==> src/cfgProtocolPkg.sv <==
package cfgProtocolPkg;

	// 32-bit aligned marker that opens a configuration stream
	localparam logic [31:0] SyncWord = 32'hFAB0_FAB1;

	// header bit that drops the FSM back to unsynced
	localparam int DesyncBit = 20;

	typedef logic [31:0] cfgWord_t; // one packed stream word

	// header word layout, msb first
	typedef struct packed {
		logic [7:0]  colIdx;     // target column
		logic [2:0]  reservedHi; // unused, sent as zero
		logic        desync;     // bit 20, ends the session
		logic [14:0] reservedLo; // unused, sent as zero
		logic [4:0]  frameIdx;   // frame within the column
	} frameHeader_t;

	// configuration FSM states
	typedef enum logic [1:0] {
		unsynced = 2'd0, // hunting for SyncWord
		synced   = 2'd1, // waiting for a header
		loadRows = 2'd2  // taking one data word per row
	} cfgState_t;

endpackage

==> src/fabricGeomPkg.sv <==
package fabricGeomPkg;

	// default fabric size, top level may override
	localparam int DefaultRows         = 12;
	localparam int DefaultCols         = 8;
	localparam int DefaultFramesPerCol = 20;

	typedef logic [4:0] rowSel_t;  // row number, 1..NumberOfRows
	typedef logic [7:0] cfgByte_t; // one byte from the UART or parallel port

	// row code driven when no data word is on the bus
	localparam rowSel_t RowSelIdle = '1;

endpackage

==> src/ConfigWordAssembler.sv <==
`timescale 1ns/1ps

module ConfigWordAssembler import fabricGeomPkg::*, cfgProtocolPkg::*; #(
	parameter int CreditDepth = 4
) (
	input  logic     CLK,
	input  logic     rst,
	input  logic     byteValid,  // one byte per cycle, only with credit
	input  cfgByte_t byteData,
	output logic     byteCredit, // one credit back per popped byte
	output logic     wordStrobe, // one cycle per packed word
	output cfgWord_t wordData
);

	localparam int PtrW = (CreditDepth > 1) ? $clog2(CreditDepth) : 1;
	localparam int CntW = $clog2(CreditDepth + 1);

	cfgByte_t            fifoMem [CreditDepth]; // circular byte buffer
	logic     [PtrW-1:0] wrPtr;
	logic     [PtrW-1:0] rdPtr;
	logic     [CntW-1:0] fillCnt;               // bytes currently held
	logic                popByte;
	logic     [1:0]      byteCnt;               // bytes already in shiftReg
	cfgWord_t            shiftReg;              // msb first packing

	// pop whenever something is buffered, credit goes back right away
	assign popByte    = (fillCnt != '0);
	assign byteCredit = popByte;

	always_ff @(posedge CLK) begin
		if (byteValid) begin
			fifoMem[wrPtr] <= byteData; // no full check, credits prevent overflow
		end
	end

	always_ff @(posedge CLK) begin
		if (rst) begin
			wrPtr   <= '0;
			rdPtr   <= '0;
			fillCnt <= '0;
		end else begin
			if (byteValid) begin
				wrPtr <= (wrPtr == PtrW'(CreditDepth - 1)) ? '0 : wrPtr + 1'b1; // wrap
			end
			if (popByte) begin
				rdPtr <= (rdPtr == PtrW'(CreditDepth - 1)) ? '0 : rdPtr + 1'b1;
			end
			case ({byteValid, popByte})
				2'b10:   fillCnt <= fillCnt + 1'b1;
				2'b01:   fillCnt <= fillCnt - 1'b1;
				default: fillCnt <= fillCnt; // both or neither
			endcase
		end
	end

	// shift the popped byte in from the bottom, first byte ends up on top
	always_ff @(posedge CLK) begin
		if (popByte) begin
			shiftReg <= {shiftReg[23:0], fifoMem[rdPtr]};
		end
	end

	always_ff @(posedge CLK) begin
		if (rst) begin
			byteCnt    <= '0;
			wordStrobe <= 1'b0;
		end else begin
			wordStrobe <= popByte && (byteCnt == 2'd3); // fourth byte completes a word
			if (popByte) begin
				byteCnt <= byteCnt + 1'b1; // wraps to zero after four
			end
		end
	end

	assign wordData = shiftReg; // valid while wordStrobe is high

endmodule

==> src/ConfigFSM.sv <==
`timescale 1ns/1ps

module ConfigFSM import cfgProtocolPkg::*, fabricGeomPkg::*; #(
	parameter int NumberOfRows = DefaultRows
) (
	input  logic         CLK,
	input  logic         rst,
	input  logic         wordStrobe,
	input  cfgWord_t     wordData,
	output rowSel_t      rowSelect,      // remaining rows while wordStrobe, idle code otherwise
	output frameHeader_t frameAddr,      // header of the frame being written
	output logic         longFrameStrobe // two cycles per completed frame
);

	cfgState_t state;
	rowSel_t   rowCount;       // rows still to come in this frame
	logic      lastRow;        // last data word taken on the previous edge
	logic      frameStrobe;    // one cycle pulse, one edge after lastRow
	logic      oldFrameStrobe; // frameStrobe delayed for the stretch

	// anything before the sync word is skipped, so a port header or
	// metadata can sit in front of the bitstream as long as it is word padded
	always_ff @(posedge CLK) begin
		if (rst) begin
			state    <= unsynced;
			rowCount <= '0;
			lastRow  <= 1'b0;
		end else begin
			lastRow <= 1'b0; // single cycle flag
			case (state)
				unsynced: begin
					if (wordStrobe && (wordData == SyncWord)) begin
						state <= synced; // aligned, next word is a header
					end
				end
				synced: begin
					if (wordStrobe) begin
						if (wordData[DesyncBit]) begin
							state <= unsynced; // end of session
						end else begin
							rowCount <= rowSel_t'(NumberOfRows); // top row first
							state    <= loadRows;
						end
					end
				end
				loadRows: begin
					if (wordStrobe) begin
						rowCount <= rowCount - 1'b1;
						if (rowCount == rowSel_t'(1)) begin
							lastRow <= 1'b1;   // frame complete
							state   <= synced; // next header or desync
						end
					end
				end
				default: state <= unsynced; // recover from an illegal code
			endcase
		end
	end

	// header register, words come at most every fourth cycle so a new
	// header never lands before the previous long strobe has ended
	always_ff @(posedge CLK) begin
		if ((state == synced) && wordStrobe && !wordData[DesyncBit]) begin
			frameAddr <= frameHeader_t'(wordData);
		end
	end

	always_comb begin
		if (wordStrobe) begin
			rowSelect = rowCount; // row that takes this word
		end else begin
			rowSelect = RowSelIdle; // no row matches
		end
	end

	// lastRow -> frameStrobe -> two cycle stretch
	always_ff @(posedge CLK) begin
		if (rst) begin
			frameStrobe     <= 1'b0;
			oldFrameStrobe  <= 1'b0;
			longFrameStrobe <= 1'b0;
		end else begin
			frameStrobe     <= lastRow;
			oldFrameStrobe  <= frameStrobe;
			longFrameStrobe <= frameStrobe || oldFrameStrobe;
		end
	end

endmodule

==> src/FrameDataRegister.sv <==
`timescale 1ns/1ps

module FrameDataRegister import cfgProtocolPkg::*, fabricGeomPkg::*; #(
	parameter int NumberOfRows = DefaultRows
) (
	input  logic                        CLK,
	input  logic                        rst,
	input  logic                        wordStrobe,
	input  rowSel_t                     rowSelect,
	input  cfgWord_t                    wordData,
	output logic [NumberOfRows*32-1:0]  frameData // row 1 in the low word
);

	logic [NumberOfRows-1:0] rowLoad; // one load enable per row

	// row r sits at frameData[(r-1)*32 +: 32]
	genvar r;
	generate
		for (r = 0; r < NumberOfRows; r++) begin : genRow
			assign rowLoad[r] = wordStrobe && (rowSelect == rowSel_t'(r + 1));

			always_ff @(posedge CLK) begin
				if (rst) begin
					frameData[r*32 +: 32] <= '0;
				end else if (rowLoad[r]) begin
					frameData[r*32 +: 32] <= wordData; // holds until the row is written again
				end
			end
		end
	endgenerate

endmodule

==> src/FrameSelectDecoder.sv <==
`timescale 1ns/1ps

module FrameSelectDecoder import cfgProtocolPkg::*, fabricGeomPkg::*; #(
	parameter int NumberOfCols = DefaultCols,
	parameter int FramesPerCol = DefaultFramesPerCol
) (
	input  logic                                  longFrameStrobe,
	input  frameHeader_t                          frameAddr,
	output logic [NumberOfCols*FramesPerCol-1:0]  frameSelect // one-hot or zero
);

	localparam int SelW = NumberOfCols * FramesPerCol;

	logic colOk;   // column inside the fabric
	logic frameOk; // frame inside the column
	int   selIdx;  // flat bit position

	assign colOk   = (int'(frameAddr.colIdx) < NumberOfCols);
	assign frameOk = (int'(frameAddr.frameIdx) < FramesPerCol);
	assign selIdx  = int'(frameAddr.colIdx) * FramesPerCol + int'(frameAddr.frameIdx);

	always_comb begin
		frameSelect = '0;
		if (longFrameStrobe && colOk && frameOk) begin
			frameSelect = SelW'(1) << selIdx; // column major, frames consecutive
		end
	end

endmodule

==> src/ConfigTop.sv <==
`timescale 1ns/1ps

module ConfigTop import cfgProtocolPkg::*, fabricGeomPkg::*; #(
	parameter int NumberOfRows = DefaultRows,
	parameter int NumberOfCols = DefaultCols,
	parameter int FramesPerCol = DefaultFramesPerCol,
	parameter int CreditDepth  = 4
) (
	input  logic                                  CLK,
	input  logic                                  rst,
	input  logic                                  byteValid,
	input  cfgByte_t                              byteData,
	output logic                                  byteCredit,
	output logic [NumberOfRows*32-1:0]            frameData,
	output logic [NumberOfCols*FramesPerCol-1:0]  frameSelect,
	output logic                                  longFrameStrobe
);

	logic         wordStrobe; // assembler to FSM and row registers
	cfgWord_t     wordData;
	rowSel_t      rowSelect;
	frameHeader_t frameAddr;  // latched header for the decoder

	// bytes in, words out, credits back to the source
	ConfigWordAssembler #(
		.CreditDepth(CreditDepth)
	) i_ConfigWordAssembler (
		.CLK       (CLK),
		.rst       (rst),
		.byteValid (byteValid),
		.byteData  (byteData),
		.byteCredit(byteCredit),
		.wordStrobe(wordStrobe),
		.wordData  (wordData)
	);

	ConfigFSM #(
		.NumberOfRows(NumberOfRows)
	) i_ConfigFSM (
		.CLK            (CLK),
		.rst            (rst),
		.wordStrobe     (wordStrobe),
		.wordData       (wordData),
		.rowSelect      (rowSelect),
		.frameAddr      (frameAddr),
		.longFrameStrobe(longFrameStrobe)
	);

	FrameDataRegister #(
		.NumberOfRows(NumberOfRows)
	) i_FrameDataRegister (
		.CLK       (CLK),
		.rst       (rst),
		.wordStrobe(wordStrobe),
		.rowSelect (rowSelect),
		.wordData  (wordData),
		.frameData (frameData)
	);

	FrameSelectDecoder #(
		.NumberOfCols(NumberOfCols),
		.FramesPerCol(FramesPerCol)
	) i_FrameSelectDecoder (
		.longFrameStrobe(longFrameStrobe),
		.frameAddr      (frameAddr),
		.frameSelect    (frameSelect)
	);

endmodule

==> config.mk <==
export PLATFORM = sky130hd
export DESIGN_NAME = ConfigTop
export DESIGN_NICKNAME = d
export VERILOG_FILES = /design/src/cfgProtocolPkg.sv /design/src/fabricGeomPkg.sv /design/src/ConfigWordAssembler.sv /design/src/ConfigFSM.sv /design/src/FrameDataRegister.sv /design/src/FrameSelectDecoder.sv /design/src/ConfigTop.sv
export SDC_FILE = /design/constraint.sdc
export NUM_CORES = 1
export LEC_CHECK = 0
export BUFFER_PORTS_ARGS = -buffer_cell sky130_fd_sc_hd__buf_4
export CAP_MARGIN = 15
export CORE_ASPECT_RATIO = 0.5
export CORE_MARGIN = 10
export CORE_UTILIZATION = 49
export CTS_BUF_LIST = sky130_fd_sc_hd__clkbuf_8
export DETAILED_ROUTE_END_ITERATION = 6
export PLACE_DENSITY = 0.84
export SKIP_LAST_GASP = 1
export SYNTH_ARGS = -nofsm -noshare
export SYNTH_HDL_FRONTEND = slang
export SYNTH_SLANG_ARGS = --single-unit
export TNS_END_PERCENT = 100
==> constraint.sdc <==
create_clock -name CLK -period 3 [get_ports CLK]
set_input_delay 0.15 -clock CLK [delete_from_list [all_inputs] [get_ports CLK]]
set_output_delay 0.15 -clock CLK [all_outputs]
set_load 0.05 [all_outputs]
==> flow_summary.json, run 1 <==
{
  "hold_ws_ns": 0.04131,
  "synth-seq-cells": 482,
  "p_switching_w": 0.004773,
  "crit_top_cell": "buf_12",
  "track_usage_pct": 31.74,
  "maxUsedRoutingLayer": "met4",
  "intPower_w": 0.01019,
  "cts_tree": "yes",
  "clk_pin_slew_ns": 0.07,
  "cp_max_fo": 7,
  "min_to": "i_FrameDataRegister.frameData[11]$_SDFFE_PP0P_",
  "cts_buffer_depth": 3,
  "die_width_um": 299.8,
  "antenna_found_initial": 1,
  "timing.final.hold_violations": 0,
  "rrSetupSlack_ns": 0.49,
  "worst_pin_slew_ns": 0.9796,
  "wl_met2_um": 40970,
  "met3_length_um": 7873,
  "post-dp-hpwl_um": 52560,
  "crit_slowest_cell": "nor2_1",
  "ant_nets": 0,
  "cts_root_buffer": "clkbuf_8",
  "syn_nets": 2420,
  "slew_viol_final": 0,
  "dieArea_sq_um": 47940,
  "crit_path_cell_trace": "ha_4, ha_4, fa_2, a21o_1, a221oi_2, or4b_4, mux2i_4, buf_12, buf_12, buf_12, buf_6, nand4_1, nor2_1, buf_6",
  "netlist_area_sq_um": 19180,
  "maxCapViolCount": 0,
  "failed_checks": "negative setup slack",
  "io_buffers": 556,
  "m1WireLength_um": 28700,
  "routabilityCongestion": 0.9059,
  "pre_cts_ws_ns": -0.4767,
  "drc": 0,
  "grt_pass1_wl_um": 119900,
  "worstSetupStartpoint": "i_ConfigFSM.frameAddr[25]$_DFFE_PP_",
  "routed_via_density": 5.739,
  "ios": 557,
  "start_util_pct": 49.52,
  "r2r-end": "i_FrameDataRegister.frameData[265]$_SDFFE_PP0P_",
  "cts.sinks": 482,
  "yosys-top-cells-count": "nand2_1 (832), dfxtp_1 (405), a21oi_1 (399)",
  "numCtsBuffers": 68,
  "hold_start": "rst",
  "synth_top_area_cell": "dfxtp_1",
  "fin_ws_ns": -1.652,
  "synth-edff-count": 77,
  "design_area_sq_um": 28890,
  "finalWirelength_um": 85030,
  "critPathLaunchType": "flip-flop",
  "tns_ns": -182.67,
  "outcome": "finished, violations left",
  "p_total_w": 0.01496,
  "wl_per_cell_um": 23.82,
  "peakVddDrop_mv": 0.4233,
  "fin_skew_ns": 0.03232,
  "grt_pass1_vias": 19692,
  "cts_htree_levels": 3,
  "switching_share_pct": 31.90,
  "firstDrtPassIters": 6,
  "worstSetupEndpointType": "output port",
  "synthTopCellsByArea": "dfxtp_1 (42%), nand2_1 (16%), edfxtp_1 (12%)",
  "area_growth_pct": 50.64,
  "finalCritPeriodShare_pct": 155.1,
  "drtIter0Drc": 2239,
  "rsz0062_at_grt": "true",
  "crit_type": "flip-flop to output port",
  "grt_overflow": 0,
  "combPwrFrac_pct": 16.4,
  "yosysUniqueCellTypes": 54,
  "pwr-share-clk_pct": 33.8,
  "fp-row-count": 51,
  "critPathMaxStageDelay_ns": 0.58,
  "grt_max_degree": 124,
  "p_leak_nw": 11.30,
  "period_needed_ns": 4.652,
  "dr_total_vias": 20488,
  "core-area_sq_um": 38730,
  "synth_top_area_share_pct": 42.27,
  "p_per_area_nw_per_um2": 517.8,
  "async_flop_share_pct": 0,
  "fmax_mhz": 215.0,
  "ff2ff_path_depth": 6,
  "worst-endpoint-arrival_ns": 4.50,
  "seq_area_frac_synth_pct": 54.33,
  "syn_inst": 2382,
  "cp.required_ns": 2.85,
  "ys_warn_count": 0,
  "hold_depth": 2,
  "clock_latency_ns": 0.63,
  "place_area_sq_um": 25620,
  "yosys_most_used_dff": "dfxtp_1",
  "p_seq_share_pct": 49.7,
  "slew_headroom_pct": 34.69,
  "nNetsFinal": 3029,
  "worstReg2RegStart": "i_ConfigFSM.rowCount[0]$_SDFFE_PP0P_",
  "drive_gt1_share_pct": 34.06,
  "hold_class": "input pin to flip-flop",
  "setup_viol": 160,
  "dieHeight_um": 159.9,
  "syn_avg_cell_area_sq_um": 8.052,
  "yosys.cell_count.top_type": "nand2_1"
}
==> critical path, delay by kind of cell (launching register included) <==
family	cells	cell delay, ns
and+or+nand+nor	3	1.21
adders and majority gates	3	0.78
buffers and inverters	5	0.76
AOI/OAI and AO/OA	2	0.45
DFF	1	0.44
muxes	1	0.20
==> kinds of logic (layout without fill, tap and decap cells) <==
kind of cell / after synthesis / count (layout) / synth area share, %
fa+ha+maj: 28 / 28 / 1.931
buf+inv: 222 / 879 / 4.443
simple gates: 1202 / 1202 / 26.14
compound gates: 423 / 423 / 11.34
flops: 482 / 482 / 54.33
xor+xnor: 12 / 12 / 0.5480
other cells: 0 / 1 / 0
mux: 13 / 13 / 1.266
==> worst max path at each step <==
stage,slack (ns),cells past startpoint,to
5_1_grt,-1.74,14,frameSelect[130]
2_1_floorplan,-0.62,10,frameSelect[101]
3_5_place_dp,-0.48,12,frameSelect[99]
3_3_place_gp,-0.42,13,frameSelect[13]
6_report,-1.65,14,frameSelect[130]
4_1_cts,-1.12,13,frameSelect[99]
==> final cells by class <==
class                      instances  area, sq um
antenna                            1        2.502
clock buffer                      82         1129
clock inverter                    36        190.2
fill                            2579         9842
inverter                          14        52.55
multi-input combinational       1678         9395
sequential                       482        10420
tap                              530        663.1
timing repair buffer             747         7039
==> power by group through the flow <==
stage | sequential (W) | combinational [W] | clock (W)
after floorplan | 0.00741 | 0.00110 | 0
after global placement | 0.00753 | 0.00231 | 0
after detailed placement | 0.00756 | 0.00234 | 0
after CTS | 0.00742 | 0.00236 | 0.00508
after global routing | 0.00747 | 0.00248 | 0.00538
final | 0.00744 | 0.00246 | 0.00506
==> cell usage in the layout, fill, tap and decap left out, drive strengths merged, types with 10 or more instances in the layout <==
cell / count
clkbuf: 83
nand4: 22
nor2: 173
a21oi: 400
edfxtp: 77
nand3: 49
inv: 39
dfxtp: 405
nor4: 10
ha: 24
and3: 19
nor3: 53
nand2: 832
buf: 737
==> registers in the layout, summed over array words and instances (netlist names), 2 cells and up <==
register	flops
i_ConfigWordAssembler.wrPtr	2
i_ConfigWordAssembler.fillCnt	3
i_ConfigWordAssembler.wordData	32
i_FrameDataRegister.frameData	384
i_ConfigWordAssembler.byteCnt	2
i_ConfigFSM.rowCount	5
i_ConfigWordAssembler.rdPtr	2
i_ConfigFSM.frameAddr	13
i_ConfigFSM.state	2
i_ConfigWordAssembler.fifoMem	32
==> what timing repair did <==
action / CTS / global route
gates cloned: 5 / 1
hold buffers: 9 / 0
pin swaps: 44 / 22
gates resized for setup: 249 / 101
setup buffers: 18 / 13
setup endpoints to repair: 160 / 160
endpoints found under the hold margin: 34 / 0
==> layer usage <==
layer	up-vias	GRT usage (%)
li1	9055	-
met1	9583	35.22
met2	1384	54.56
met3	466	5.978
met4	0	22.45
met5	-	0
==> metrics by stage <==
step | util, % | std cells
after floorplan | - | 2382
after global placement | 66.14 | 3409
after detailed placement | 66.14 | 3409
after CTS | 73.39 | 3559
after global routing | 74.59 | 3570
final | 74.59 | 3570
No activity file was read; power rests on OpenSTA's default activity.
==> inputs of run 2 (changes only) <==
--- a/config.mk
+++ b/config.mk
@@ -9,10 +9,10 @@
 export CAP_MARGIN = 15
 export CORE_ASPECT_RATIO = 0.5
 export CORE_MARGIN = 10
-export CORE_UTILIZATION = 49
+export CORE_UTILIZATION = 25
 export CTS_BUF_LIST = sky130_fd_sc_hd__clkbuf_8
 export DETAILED_ROUTE_END_ITERATION = 6
-export PLACE_DENSITY = 0.84
+export PLACE_DENSITY = 0.51
 export SKIP_LAST_GASP = 1
 export SYNTH_ARGS = -nofsm -noshare
 export SYNTH_HDL_FRONTEND = slang
==> run 2 against run 1 <==
Compared with the run above: the run still ends with negative setup slack left; utilization down 35 points; clock-buffer cell count up 19; final cell count up 15%; clock skew up 0.0030 ns; sequential power down 2.7%; global-route usage down 14 points; critical path depth down 1; critical endpoint is now frameSelect[8].
==> flow_summary.json, run 2 (synthesized netlist as in run 1, its figures left out) <==
{
  "die_width_um": 411.7,
  "wl_per_cell_um": 21.08,
  "ant_nets": 0,
  "slew_viol_final": 0,
  "cts_root_buffer": "clkbuf_8",
  "routabilityCongestion": 0.8263,
  "worstReg2RegStart": "i_ConfigWordAssembler.wordStrobe$_SDFF_PP0_",
  "top_register": "i_FrameDataRegister.frameData",
  "fmax_mhz": 242.7,
  "setup_viol": 160,
  "grt_max_degree": 132,
  "finalCritPeriodShare_pct": 137.4,
  "post-dp-hpwl_um": 60200,
  "crit_slowest_cell": "or4b_4",
  "area_growth_pct": 55.43,
  "nFillCells": 7532,
  "fin_ws_ns": -1.121,
  "p_leak_nw": 11.47,
  "worst-endpoint-arrival_ns": 3.97,
  "antenna_found_initial": 0,
  "peakVddDrop_mv": 0.3446,
  "final_common_cell": "nand2_1",
  "pre_cts_ws_ns": -0.4643,
  "crit_path_cell_trace": "ha_4, ha_4, fa_2, a21o_1, a221oi_2, or4b_4, mux2i_4, buf_12, buf_12, buf_12, nand4_1, nor2_1, buf_6",
  "rrSetupSlack_ns": 0.68,
  "crit_type": "flip-flop to output port",
  "drive_gt1_share_pct": 34.69,
  "track_usage_pct": 18.20,
  "dr_total_vias": 18943,
  "fp-row-count": 71,
  "worstSetupEndpointType": "output port",
  "hold_ws_ns": 0.04559,
  "critPathLaunchType": "flip-flop",
  "crit_top_cell": "buf_12",
  "largest_register_ff_count": 384,
  "start_util_pct": 25.37,
  "hold_class": "input pin to flip-flop",
  "grt_pass1_wl_um": 123700,
  "cts_tree": "yes",
  "ios": 557,
  "r2r-end": "i_FrameDataRegister.frameData[132]$_SDFFE_PP0P_",
  "hold_depth": 2,
  "nNetsFinal": 3044,
  "period_needed_ns": 4.121,
  "failed_checks": "negative setup slack",
  "numCtsBuffers": 79,
  "finalWirelength_um": 86360,
  "drtIter0Drc": 1502,
  "slew_headroom_pct": 37.97,
  "rsz0062_at_grt": "true",
  "fin_skew_ns": 0.03530,
  "maxCapViolCount": 0,
  "clock_latency_ns": 0.67,
  "outcome": "finished, violations left",
  "routed_via_density": 4.625,
  "ff2ff_path_depth": 5,
  "layout_common_cells": "nand2_1 (831), buf_4 (540), dfxtp_1 (405)",
  "fin_util_pct": 39.43,
  "firstDrtPassIters": 5,
  "p_per_area_nw_per_um2": 534.6,
  "cts.sinks": 482,
  "clk_pin_slew_ns": 0.06,
  "cts_buffer_depth": 3,
  "grt_pass1_vias": 17867,
  "dieArea_sq_um": 88870,
  "min_to": "i_FrameDataRegister.frameData[322]$_SDFFE_PP0P_",
  "dieHeight_um": 215.9,
  "worst_pin_slew_ns": 0.9304,
  "cp.required_ns": 2.85,
  "cp_max_fo": 6,
  "io_buffers": 556,
  "critPathMaxStageDelay_ns": 0.51,
  "hold_start": "rst",
  "cts_htree_levels": 3,
  "drc": 0,
  "timing.final.hold_violations": 0,
  "grt_overflow": 0,
  "core-area_sq_um": 75600
}
## run 2: cell types whose count changed in the layout (fill, tap and decap cells not counted), moves of 2 or more
| cell | before | now |
|---|---|---|
| clkinvlp_4 | 1 | 5 |
| a21oi_1 | 399 | 397 |
| buf_4 | 529 | 540 |
| buf_8 | 75 | 65 |
| nor2_1 | 57 | 62 |
| clkinv_1 | 5 | 3 |
| a21oi_2 | 1 | 3 |
| nor2_2 | 18 | 13 |
| clkinv_2 | 4 | 11 |
| inv_1 | 35 | 38 |
| buf_12 | 32 | 29 |
| clkbuf_16 | 1 | 3 |
| buf_6 | 98 | 102 |
| clkbuf_8 | 82 | 101 |
## run 2: cell type report
| type | count | area [sq um] | share of cell area (%) |
|---|---|---|---|
| Multi-Input combinational cell | 1678 | 9405 | 31.55 |
| Sequential cell | 482 | 10420 | 34.95 |
| Clock inverter | 47 | 255.2 | 0.8562 |
| Tap cell | 1022 | 1279 | 4.289 |
| Antenna cell | 1 | 2.502 | 0.008394 |
| Timing Repair Buffer | 751 | 7007 | 23.50 |
| Clock buffer | 101 | 1390 | 4.663 |
| Inverter | 14 | 52.55 | 0.1763 |
## run 2: where the power goes
part	internal [W]	leakage [nW]	switching, W	total [W]
combinational	0.000612	6.56	0.00216	0.00277
clock	0.00314	0.933	0.00278	0.00592
sequential	0.00703	3.98	0.000210	0.00724
## run 2: through the flow
stage                     setup TNS [ns]  total power (W)  cell area [sq um]  cells
final                            -164.61          0.01594              29810   4096
after global routing             -193.17          0.01653              29810   4095
after CTS                        -172.65          0.01607              29430   4090
after detailed placement          -59.54          0.01014              26270   3913
after global placement            -49.20          0.01014              26270   3913
after floorplan                   -72.24         0.008515              20150   2382
## run 2: what timing repair did
item / 4_1_cts / 5_1_grt
setup endpoints to repair: 160 / 160
hold buffers: 9 / 0
buffers inserted: 12 / 8
resized for setup: 258 / 81
endpoints found under the hold margin: 34 / 0
gates cloned: 8 / 3
pin swaps: 48 / 28
## run 2: how the worst max path moves through the flow
stage	startpoint	to	cells past startpoint
5_1_grt	i_ConfigFSM.frameAddr[27]$_DFFE_PP_	frameSelect[123]	13
3_3_place_gp	i_ConfigFSM.frameAddr[27]$_DFFE_PP_	frameSelect[25]	12
2_1_floorplan	i_ConfigFSM.frameAddr[25]$_DFFE_PP_	frameSelect[101]	10
6_report	i_ConfigFSM.frameAddr[27]$_DFFE_PP_	frameSelect[8]	13
3_5_place_dp	i_ConfigFSM.frameAddr[27]$_DFFE_PP_	frameSelect[25]	12
4_1_cts	i_ConfigFSM.frameAddr[25]$_DFFE_PP_	frameSelect[109]	13
## run 2: critical path: cells and delay by family, from the launching register on
| family | cells | cell delay, ns |
|---|---|---|
| flip-flops | 1 | 0.43 |
| AND/OR/NAND/NOR | 3 | 0.86 |
| AO/OA/AOI/OAI | 2 | 0.45 |
| buffers and inverters | 4 | 0.57 |
| multiplexers | 1 | 0.23 |
| adder cells (fa/ha/maj) | 3 | 0.79 |
## run 2: per-layer routing
layer | track usage (%) | vias to the layer above | share of wire (%)
met5 | 0 | - | 0
met4 | 7.576 | 0 | 4.3
met3 | 3.319 | 155 | 5.0
met2 | 32.40 | 554 | 51
met1 | 21.33 | 9134 | 40
li1 | - | 9100 | -
